### config.mk
export PLATFORM = sky130hd
export DESIGN_NAME = write_guard
export DESIGN_NICKNAME = d
export VERILOG_FILES = /design/src/write_guard_pkg.sv /design/src/tick_prescaler.sv /design/src/txn_slot.sv /design/src/txn_tracker.sv /design/src/fault_reporter.sv /design/src/write_guard.sv
export SDC_FILE = /design/constraint.sdc
export NUM_CORES = 1
export LEC_CHECK = 0
export BUFFER_PORTS_ARGS = -buffer_cell sky130_fd_sc_hd__buf_2
export CELL_PAD_IN_SITES_DETAIL_PLACEMENT = 0
export CELL_PAD_IN_SITES_GLOBAL_PLACEMENT = 2
export CORE_MARGIN = 4
export CORE_UTILIZATION = 41
export DETAILED_ROUTE_END_ITERATION = 8
export PLACE_DENSITY_LB_ADDON = 0.1
export SYNTH_ARGS = -nofsm -noshare
export SYNTH_HDL_FRONTEND = slang
export SYNTH_SLANG_ARGS = --single-unit
### constraint.sdc
create_clock -name clk_i -period 4 [get_ports clk_i]
set_input_delay 0.8 -clock clk_i [delete_from_list [all_inputs] [get_ports clk_i]]
set_output_delay 0.8 -clock clk_i [all_outputs]
set_load 0.1 [all_outputs]
### src/write_guard_pkg.sv
// Shared widths, types and bus structs for the AXI write-channel watchdog.
// Every design file imports this package in its module header.

package write_guard_pkg;

  // Tracking capacity and field widths
  localparam int unsigned MAX_TXNS  = 4;
  localparam int unsigned TXN_IDX_W = 2;
  localparam int unsigned ID_W      = 4;
  localparam int unsigned LEN_W     = 8;
  localparam int unsigned CNT_W     = 12;
  // Wide enough for a 12-bit unit budget times 256 beats
  localparam int unsigned WBUD_W    = 20;

  // Clocks per watchdog tick
  localparam int unsigned PRESCALE_DIV = 4;
  localparam int unsigned PRESCALE_W   = $clog2(PRESCALE_DIV);

  typedef logic [ID_W-1:0]      txn_id_t;
  typedef logic [LEN_W-1:0]     burst_len_t;
  typedef logic [CNT_W-1:0]     tick_cnt_t;
  typedef logic [WBUD_W-1:0]    data_budget_t;
  typedef logic [TXN_IDX_W-1:0] slot_idx_t;

  // Lifecycle of one tracked write transaction
  typedef enum logic [1:0] {
    SLOT_FREE = 2'd0,
    SLOT_ADDR = 2'd1,
    SLOT_DATA = 2'd2,
    SLOT_RESP = 2'd3
  } slot_phase_e;

  // Signals driven by the bus master
  typedef struct packed {
    logic       aw_valid;
    txn_id_t    aw_id;
    burst_len_t aw_len;
    logic       w_valid;
    logic       w_last;
    logic       b_ready;
  } wr_req_t;

  // Signals driven by the bus slave
  typedef struct packed {
    logic    aw_ready;
    logic    w_ready;
    logic    b_valid;
    txn_id_t b_id;
  } wr_rsp_t;

  // Phase budgets in ticks, data budget is per beat
  typedef struct packed {
    tick_cnt_t aw_budget;
    tick_cnt_t w_unit_budget;
    tick_cnt_t b_budget;
  } guard_budget_t;

  typedef struct packed {
    logic aw_timeout;
    logic w_timeout;
    logic b_timeout;
    logic unwanted_b;
  } fault_cause_t;

endpackage

### src/tick_prescaler.sv
// Free-running clock divider for the watchdog time base.
// Emits a single-cycle tick every PRESCALE_DIV clocks.

`timescale 1ns/10ps

module tick_prescaler import write_guard_pkg::*; (
  input  logic clk_i,
  input  logic rst_ni,
  output logic tick_o
);

  logic [PRESCALE_W-1:0] div_cnt_q;

  // Tick is registered so the first one lands PRESCALE_DIV cycles after reset
  always_ff @(posedge clk_i or negedge rst_ni) begin
    if (!rst_ni) begin
      div_cnt_q <= PRESCALE_W'(PRESCALE_DIV - 1);
      tick_o    <= 1'b0;
    end else begin
      tick_o <= (div_cnt_q == '0);
      if (div_cnt_q == '0) begin
        div_cnt_q <= PRESCALE_W'(PRESCALE_DIV - 1);
      end else begin
        div_cnt_q <= div_cnt_q - 1'b1;
      end
    end
  end

endmodule

### src/txn_slot.sv
// One tracked write transaction: phase FSM, tick counter and stored ID.
// The tracker drives at most one done strobe per slot and cycle.
// The data budget is scaled by the burst length at allocation.

`timescale 1ns/10ps

module txn_slot import write_guard_pkg::*; (
  input  logic         clk_i,
  input  logic         rst_ni,
  input  logic         alloc_i,
  input  logic         addr_done_i,
  input  logic         data_done_i,
  input  logic         resp_done_i,
  input  logic         abort_i,
  input  logic         tick_i,
  input  txn_id_t      aw_id_i,
  input  burst_len_t   aw_len_i,
  input  tick_cnt_t    w_unit_budget_i,
  output slot_phase_e  phase_o,
  output txn_id_t      id_o,
  output tick_cnt_t    count_o,
  output data_budget_t data_budget_o
);

  slot_phase_e  phase_q, phase_d;
  tick_cnt_t    count_q;
  txn_id_t      id_q;
  data_budget_t budget_q;

  always_comb begin
    phase_d = phase_q;
    if (abort_i) begin
      phase_d = SLOT_FREE;
    end else begin
      case (phase_q)
        SLOT_FREE: begin
          // AW may handshake in the same cycle the slot is taken
          if (alloc_i) begin
            phase_d = addr_done_i ? SLOT_DATA : SLOT_ADDR;
          end
        end
        SLOT_ADDR: begin
          if (addr_done_i) begin
            phase_d = SLOT_DATA;
          end
        end
        SLOT_DATA: begin
          if (data_done_i) begin
            phase_d = SLOT_RESP;
          end
        end
        SLOT_RESP: begin
          if (resp_done_i) begin
            phase_d = SLOT_FREE;
          end
        end
        default: phase_d = SLOT_FREE;
      endcase
    end
  end

  always_ff @(posedge clk_i or negedge rst_ni) begin
    if (!rst_ni) begin
      phase_q <= SLOT_FREE;
      count_q <= '0;
    end else begin
      phase_q <= phase_d;
      // Restart on every phase entry, saturate instead of wrapping
      if (phase_d != phase_q) begin
        count_q <= '0;
      end else if (tick_i && (phase_q != SLOT_FREE) && (count_q != '1)) begin
        count_q <= count_q + 1'b1;
      end
    end
  end

  // Captured transaction attributes
  always_ff @(posedge clk_i) begin
    if (alloc_i) begin
      id_q     <= aw_id_i;
      budget_q <= data_budget_t'(w_unit_budget_i) * (data_budget_t'(aw_len_i) + 1'b1);
    end
  end

  assign phase_o       = phase_q;
  assign id_o          = id_q;
  assign count_o       = count_q;
  assign data_budget_o = budget_q;

endmodule

### src/txn_tracker.sv
// Follows in-order write transactions across all slots.
// Three circular pointers name the slot waiting for AW, the oldest one in
// data and the oldest one awaiting B. Overruns are reported combinationally.

`timescale 1ns/10ps

module txn_tracker import write_guard_pkg::*; (
  input  logic          clk_i,
  input  logic          rst_ni,
  input  logic          tick_i,
  input  logic          abort_i,
  input  wr_req_t       req_i,
  input  wr_rsp_t       rsp_i,
  input  guard_budget_t budget_i,
  output fault_cause_t  fault_now_o
);

  slot_phase_e  slot_phase [MAX_TXNS];
  txn_id_t      slot_id    [MAX_TXNS];
  tick_cnt_t    slot_cnt   [MAX_TXNS];
  data_budget_t slot_wbud  [MAX_TXNS];

  logic [MAX_TXNS-1:0] alloc, addr_done, data_done, resp_done;

  slot_idx_t addr_ptr_q, data_ptr_q, resp_ptr_q;

  logic aw_hs, w_last_hs, b_hs;
  logic alloc_en, addr_step, data_step, resp_match, resp_step;

  // Handshakes as seen on the bus
  assign aw_hs     = req_i.aw_valid & rsp_i.aw_ready;
  assign w_last_hs = req_i.w_valid & rsp_i.w_ready & req_i.w_last;
  assign b_hs      = rsp_i.b_valid & req_i.b_ready;

  // Only the slot at the address pointer can be in SLOT_ADDR
  assign alloc_en  = req_i.aw_valid && (slot_phase[addr_ptr_q] == SLOT_FREE);
  assign addr_step = aw_hs && (alloc_en || (slot_phase[addr_ptr_q] == SLOT_ADDR));
  assign data_step = w_last_hs && (slot_phase[data_ptr_q] == SLOT_DATA);

  assign resp_match = (slot_phase[resp_ptr_q] == SLOT_RESP) &&
                      (slot_id[resp_ptr_q] == rsp_i.b_id);
  assign resp_step  = b_hs && resp_match;

  always_comb begin
    for (int i = 0; i < MAX_TXNS; i++) begin
      alloc[i]     = alloc_en  && (addr_ptr_q == slot_idx_t'(i));
      addr_done[i] = addr_step && (addr_ptr_q == slot_idx_t'(i));
      data_done[i] = data_step && (data_ptr_q == slot_idx_t'(i));
      resp_done[i] = resp_step && (resp_ptr_q == slot_idx_t'(i));
    end
  end

  always_ff @(posedge clk_i or negedge rst_ni) begin
    if (!rst_ni) begin
      addr_ptr_q <= '0;
      data_ptr_q <= '0;
      resp_ptr_q <= '0;
    end else if (abort_i) begin
      // Every slot is freed, so the order restarts from slot zero
      addr_ptr_q <= '0;
      data_ptr_q <= '0;
      resp_ptr_q <= '0;
    end else begin
      if (addr_step) begin
        addr_ptr_q <= addr_ptr_q + 1'b1;
      end
      if (data_step) begin
        data_ptr_q <= data_ptr_q + 1'b1;
      end
      if (resp_step) begin
        resp_ptr_q <= resp_ptr_q + 1'b1;
      end
    end
  end

  for (genvar g = 0; g < MAX_TXNS; g++) begin : gen_slot
    txn_slot u_slot (
      .clk_i           (clk_i),
      .rst_ni          (rst_ni),
      .alloc_i         (alloc[g]),
      .addr_done_i     (addr_done[g]),
      .data_done_i     (data_done[g]),
      .resp_done_i     (resp_done[g]),
      .abort_i         (abort_i),
      .tick_i          (tick_i),
      .aw_id_i         (req_i.aw_id),
      .aw_len_i        (req_i.aw_len),
      .w_unit_budget_i (budget_i.w_unit_budget),
      .phase_o         (slot_phase[g]),
      .id_o            (slot_id[g]),
      .count_o         (slot_cnt[g]),
      .data_budget_o   (slot_wbud[g])
    );
  end

  // Each slot is checked against the budget of its current phase
  always_comb begin
    fault_now_o = '0;
    for (int i = 0; i < MAX_TXNS; i++) begin
      case (slot_phase[i])
        SLOT_ADDR: begin
          if (slot_cnt[i] > budget_i.aw_budget) begin
            fault_now_o.aw_timeout = 1'b1;
          end
        end
        SLOT_DATA: begin
          if (data_budget_t'(slot_cnt[i]) > slot_wbud[i]) begin
            fault_now_o.w_timeout = 1'b1;
          end
        end
        SLOT_RESP: begin
          if (slot_cnt[i] > budget_i.b_budget) begin
            fault_now_o.b_timeout = 1'b1;
          end
        end
        default: ;
      endcase
    end
    // B with nothing outstanding or with the wrong ID
    fault_now_o.unwanted_b = b_hs && !resp_match;
  end

endmodule

### src/fault_reporter.sv
// Turns detected faults into an abort, an interrupt pulse and a held
// reset request with its cause flags. System software clears them.

`timescale 1ns/10ps

module fault_reporter import write_guard_pkg::*; (
  input  logic         clk_i,
  input  logic         rst_ni,
  input  logic         reset_clear_i,
  input  fault_cause_t fault_now_i,
  output logic         abort_o,
  output logic         irq_o,
  output logic         reset_req_o,
  output fault_cause_t fault_o
);

  fault_cause_t cause_q;
  logic         reset_req_q;
  logic         irq_q;

  // Any fault aborts all tracked transactions in the same cycle
  assign abort_o = |fault_now_i;

  always_ff @(posedge clk_i or negedge rst_ni) begin
    if (!rst_ni) begin
      cause_q     <= '0;
      reset_req_q <= 1'b0;
      irq_q       <= 1'b0;
    end else begin
      irq_q <= abort_o;
      // A new fault takes priority over a clear request
      if (abort_o) begin
        cause_q     <= cause_q | fault_now_i;
        reset_req_q <= 1'b1;
      end else if (reset_clear_i) begin
        cause_q     <= '0;
        reset_req_q <= 1'b0;
      end
    end
  end

  assign irq_o       = irq_q;
  assign reset_req_o = reset_req_q;
  assign fault_o     = cause_q;

endmodule

### src/write_guard.sv
// Top level of the AXI write-channel watchdog.
// Observes the write channels passively and raises a reset request and
// an interrupt when a phase budget is exceeded or a stray B appears.

`timescale 1ns/10ps

module write_guard import write_guard_pkg::*; (
  input  logic          clk_i,
  input  logic          rst_ni,
  input  logic          reset_clear_i,
  input  wr_req_t       req_i,
  input  wr_rsp_t       rsp_i,
  input  guard_budget_t budget_i,
  output logic          irq_o,
  output logic          reset_req_o,
  output fault_cause_t  fault_o
);

  logic         tick;
  logic         abort;
  fault_cause_t fault_now;

  tick_prescaler u_prescaler (
    .clk_i  (clk_i),
    .rst_ni (rst_ni),
    .tick_o (tick)
  );

  txn_tracker u_tracker (
    .clk_i       (clk_i),
    .rst_ni      (rst_ni),
    .tick_i      (tick),
    .abort_i     (abort),
    .req_i       (req_i),
    .rsp_i       (rsp_i),
    .budget_i    (budget_i),
    .fault_now_o (fault_now)
  );

  fault_reporter u_reporter (
    .clk_i         (clk_i),
    .rst_ni        (rst_ni),
    .reset_clear_i (reset_clear_i),
    .fault_now_i   (fault_now),
    .abort_o       (abort),
    .irq_o         (irq_o),
    .reset_req_o   (reset_req_o),
    .fault_o       (fault_o)
  );

endmodule

Yosys cells after proc, flatten, opt, wreduce, memory -nomap -nowiden
Index checks and enable logic that the tools add are counted.

Register bits after elaboration: 167. Input port bits: 62. Output and inout port bits: 6. Logic and storage cells: 230.

Add/sub/neg operators: 9. Multipliers: 1. $lt $le $gt $ge: 15. Equal/unequal tests: 33. Multiplexer cells: 83. Bitwise operators: 8. Reduce and logical (&&, ||, !) cells: 54.

Operators with widths (count): 12-bit > comparator (8); 12-bit 2-to-1 mux (8); 12-bit by 20-bit > comparator with 1-bit output (4); 2-bit 2-to-1 mux (37); 12-bit by 1-bit adder with 12-bit output, second input constant (4); 12-bit != test, second input constant (4); 2-bit == test, second input constant (16); 2-bit case mux with 4 select lines (4); 1-bit logical AND (30); 1-bit 2-to-1 mux (26); 2-bit nonzero test (12); 12-bit by 9-bit multiplier with 20-bit output (1); 2-bit logical NOT (9); 2-bit by 1-bit == test with 1-bit output, second input constant (8); 4-bit 2-to-1 mux (4); 2-bit binary-select mux with 2-bit select (3); 8-bit by 1-bit adder with 9-bit output, second input constant (1); 3-bit greater-or-equal comparator, second input constant (3); 2-bit inverter with 3-bit output (3); 4-bit binary-select mux with 2-bit select (1); 2-bit != test (4); 2-bit by 1-bit adder with 2-bit output, second input constant (3); 1-bit bitwise AND (4); 4-bit == test (1); 5 further kinds (5).

Depth between registers and ports, before layout
Word-level depth: 15. Mapped depth: 22. Gate-level depth less buffers: 21.

Cells and area by module
Synthesis repeated with hierarchy kept, for this count alone.

Cell total of the unflattened synthesis: 2666. Area total of the unflattened synthesis: 24504.8 sq um.

Modules (own cells, without submodules): txn_slot at u_tracker.gen_slot[0].u_slot ... (times used 2, cells each 525, area each 4991.0 sq um, seq. area each 1071.0 sq um); txn_slot at u_tracker.gen_slot[3].u_slot (times used 1, cells each 535, area each 4988.5 sq um, seq. area each 1071.0 sq um); txn_slot at u_tracker.gen_slot[2].u_slot (times used 1, cells each 519, area each 4916.0 sq um, seq. area each 1071.0 sq um); txn_tracker (times used 1, cells each 537, area each 4267.8 sq um, seq. area each 150.1 sq um); fault_reporter (times used 1, cells each 17, area each 242.7 sq um, seq. area each 150.1 sq um); tick_prescaler (times used 1, cells each 8, area each 107.6 sq um, seq. area each 77.6 sq um).

Worst setup path after synthesis
Ideal clock, no wire load.

Kind: input-to-reg. From: input req_i[3] (netlist name). To: register u_tracker.gen_slot[0].u_slot.budget_q[19] (data pin). Arrival: 5.485 ns. Setup slack: -1.759 ns. Stages on the path: 21. Path through: ha_1 > nand3_1 > nor2_1 > xnor2_1 > clkbuf_1 > nand2b_1 > fa_1 > fa_1 > inv_1 > fa_1 > inv_1 > fa_1 > inv_1 > ha_1 > nor3_1 > nor2_1 > and3_1 > o311ai_0 > o21ai_0 > a21oi_1 > xnor2_1.

Longest elaborated chain between the ends: 2.

RTL lines: start: declaration (line write_guard.sv:11) `input wr_req_t req_i,`; 8-bit by 1-bit adder with 9-bit output (line txn_slot.sv:81) `budget_q <= data_budget_t'(w_unit_budget_i) * (data_budget_t'(aw_len_i) + 1'b1);`; 12-bit by 9-bit multiplier with 20-bit output (line txn_slot.sv:81); end signal: assignment (line txn_slot.sv:81); end: declaration (line txn_slot.sv:28) `data_budget_t budget_q;`.

Every way passes these cells. A chain may end at the register's enable or synchronous reset.

Worst setup path in the final report
From: input req_i[3] (netlist name). To: register u_tracker.gen_slot[2].u_slot.budget_q[18] (data pin).

Longest elaborated chain between the ends: 2.

RTL lines (line): 8-bit by 1-bit adder with 9-bit output (txn_slot.sv:81); 12-bit by 9-bit multiplier with 20-bit output (txn_slot.sv:81); end signal: assignment (txn_slot.sv:81); end: declaration (txn_slot.sv:28).

Every way passes these cells.

==> reports/results.ini <==
[status]
outcome=finished with violations
violations=setup timing

[routing]
vias=11200
drtIter0Drc=652
antenna_left=0
drc=0
drt-total-wl_um=41300
via_per_inst=5.39
first_pass_iters=5
wire_per_inst_um=19.9

[global_routing]
antenna_found_initial=1
grt_pass1_vias=11200
grt-ovfl-total=0
grt_max_degree=72
grt_pass1_wl_um=65000
grt_usage=0.220

[logic_synthesis]
syn_area_um2=14200
netlist-cell-type-count=71
postSynth.asyncResetShare=0.425
ys_warn_count=0
synth.avg_cell_area_um2=9.97
synth_nets=1756
synth_area_leaders=edfxtp_1 20%, ha_1 18%, dfrtp_1 12%
synth_edf_count=96
yosysSeqAreaShare=0.329
synthCells=1423
synth_most_common_cell=ha_1
netlist.area_leader.share=0.203
synth-seq-cells=167
synthTopCellsByCount=201 x ha_1, 189 x inv_1, 106 x a21oi_1, 106 x nand2_1, 96 x edfxtp_1
yosys.area.top_type=edfxtp_1
synth-main-ff-cell=edfxtp_1

[timing]
fin_ws_ns=-0.997
timing.slew.headroom=0.312
clock-skew-final_ns=0.0206
post-route-period-util=1.25
slew_viol_final=0
rsz0062_at_grt=true
finalHoldViolCount=0
worstMarginPinSlew_ns=1.03
fmax_mhz=200
holdWs_ns=0.461
finalCriticalPeriod_ns=5.00
setup_viol=52

[clock_tree]
clock_sinks=167
root_buffer=clkbuf_16
cts_buffers=17
clk_pin_slew_ns=0.07
cts_hold_buf=0
clkLatencyLatePin_ns=0.45
clockBufferDepth=2
h-tree-depth=4
cts_tree=done

[power_and_ir_drop]
ir_drop_mv=0.459
power-per-cell-area_nw_per_um2=655
p_total_mw=11.4
p_leak_nw=7.92

[critical_path]
critPathRequiredTime_ns=4.17
cp.arrival_ns=5.17
start_kind=input port
cp-end-kind=flip-flop
startpoint=req_i[3]
cp_max_fo=6
timing.rr.start=u_tracker.gen_slot[2].u_slot.count_o[11]
critPathKind=in2reg

[finish]
syn2layout_area_growth_pct=22.7
diodes=0
nFillCells=3128
nets=1945
instances_no_fill=2073
drive_above_1_share=0.222

[placement]
dp.cells=2018
portBuffers=67
post-place-ws_ns=-1.62
post-dp-hpwl_um=31800
gp_congestion=0.849

[flow_run]
maxCapViolCount=0

[die]
ioPinCount=68
fp.coreArea_um2=33900
row_count=67
start_util=0.419
die-area_um2=37600
fp.dieW_um=194
die_h_um=194

[worst_hold_path]
worstHoldStart=u_prescaler.div_cnt_q[0]
hold_class=reg2reg

-- stage by stage --
stage / setup TNS, ns / area [µm²] / util
CTS: -33.35 / 17200 / 0.509
detailed placement: -76.45 / 16200 / 0.478
global route: -43.32 / 17400 / 0.514
finish: -35.21 / 17400 / 0.514
floorplan: -40.99 / 14600 / -
global placement: -72.59 / 16200 / 0.478
-- sequential cells by signal, indices dropped and copies added (netlist names), 4 cells and up --
signal                                   flops
u_tracker.gen_slot.u_slot.data_budget_o     80
u_tracker.gen_slot.u_slot.count_o           48
u_tracker.gen_slot.u_slot.id_o              16
u_tracker.gen_slot.u_slot.phase_o            8
u_reporter.fault_o                           4
-- path summary, 6_finish.rpt --
check                                                                  to  slack, ns  cells past startpoint
max in group asynchronous         u_tracker.gen_slot[2].u_slot.count_o[2]       2.79                      1
max                        u_tracker.gen_slot[2].u_slot.data_budget_o[18]       -1.0                     19
min reg2reg                                      u_prescaler.div_cnt_q[0]       0.46                      1
min                                              u_prescaler.div_cnt_q[0]       0.46                      1
max reg2reg                       u_tracker.gen_slot[3].u_slot.count_o[4]       0.47                     13
min in group asynchronous                           u_reporter.fault_o[0]       0.51                      1
-- final cells by class --
cell class	count	area, µm²	area share
repair buffers	204	1520	0.0872
inverters	189	709	0.0408
well taps	448	561	0.0322
multi-input cells	1033	9390	0.540
clock inverters	13	131	0.00755
clock buffers	19	433	0.0249
flip-flops and latches	167	4660	0.268
-- power by group --
part	total, mW	internal (mW)	switching (mW)
Combinational	6.57	3.15	3.42
Clock	1.64	0.876	0.764
Sequential	3.19	2.67	0.511
-- logic make-up (layout without fill, tap and decap cells) --
| family | after synthesis | count (layout) | share of synthesized area |
|---|---|---|---|
| muxes | 19 | 19 | 0.0171 |
| AOI/OAI and AO/OA | 258 | 258 | 0.118 |
| and+or+nand+nor | 415 | 415 | 0.157 |
| DFF | 167 | 167 | 0.329 |
| xor gates and xnor gates | 70 | 70 | 0.0432 |
| buffers and inverters | 223 | 425 | 0.0602 |
| adders and majority gates | 271 | 271 | 0.276 |
-- critical path, cell delays in order --
cell and delay, ns:
buf_8 0.11, ha_4 0.18, xor2_4 0.20, buf_6 0.16, nand2_1 0.07, fa_1 0.57, inv_1 0.06, fa_1 0.47
fa_1 0.54, inv_1 0.05, fa_1 0.49, inv_2 0.04, ha_4 0.28, o21a_1 0.15, o211ai_1 0.16, a21oi_2 0.28
o31ai_4 0.09, buf_6 0.13, a211o_1 0.33
-- cells in the final DEF, fill, tap and decap left out, drive strengths merged, types with 9 or more instances in the layout --
cell type  instances
a211oi            16
a21o              10
a21oi            106
a31oi             12
and2              32
and3              12
buf              204
clkbuf            19
dfrtp             69
edfxtp            96
fa                70
ha               201
inv              197
mux2i             13
nand2            107
nand2b            27
nand3             42
nand4             47
nor2              42
nor2b             53
nor3              21
nor4               9
o211ai            21
o21ai             22
xnor2             48
xor2              22
-- per-layer routing --
layer / up-vias / part of all wire / track usage / wire, µm
met5: - / 0 / 0 / 0
met1: 5522 / 0.48 / 0.319 / 20000
met4: 0 / 0.020 / 0.0565 / 846
met2: 179 / 0.47 / 0.352 / 19200
li1: 5428 / - / - / -
met3: 41 / 0.030 / 0.0264 / 1240
-- repair_timing --
item                                    CTS  global route
buffers inserted                         17            10
pin swaps                                83            20
gates resized for setup                  80            26
endpoints found under the hold margin     0             0
endpoints found under the setup margin   56            55
Note: power is estimated with default switching activity, not from simulation.
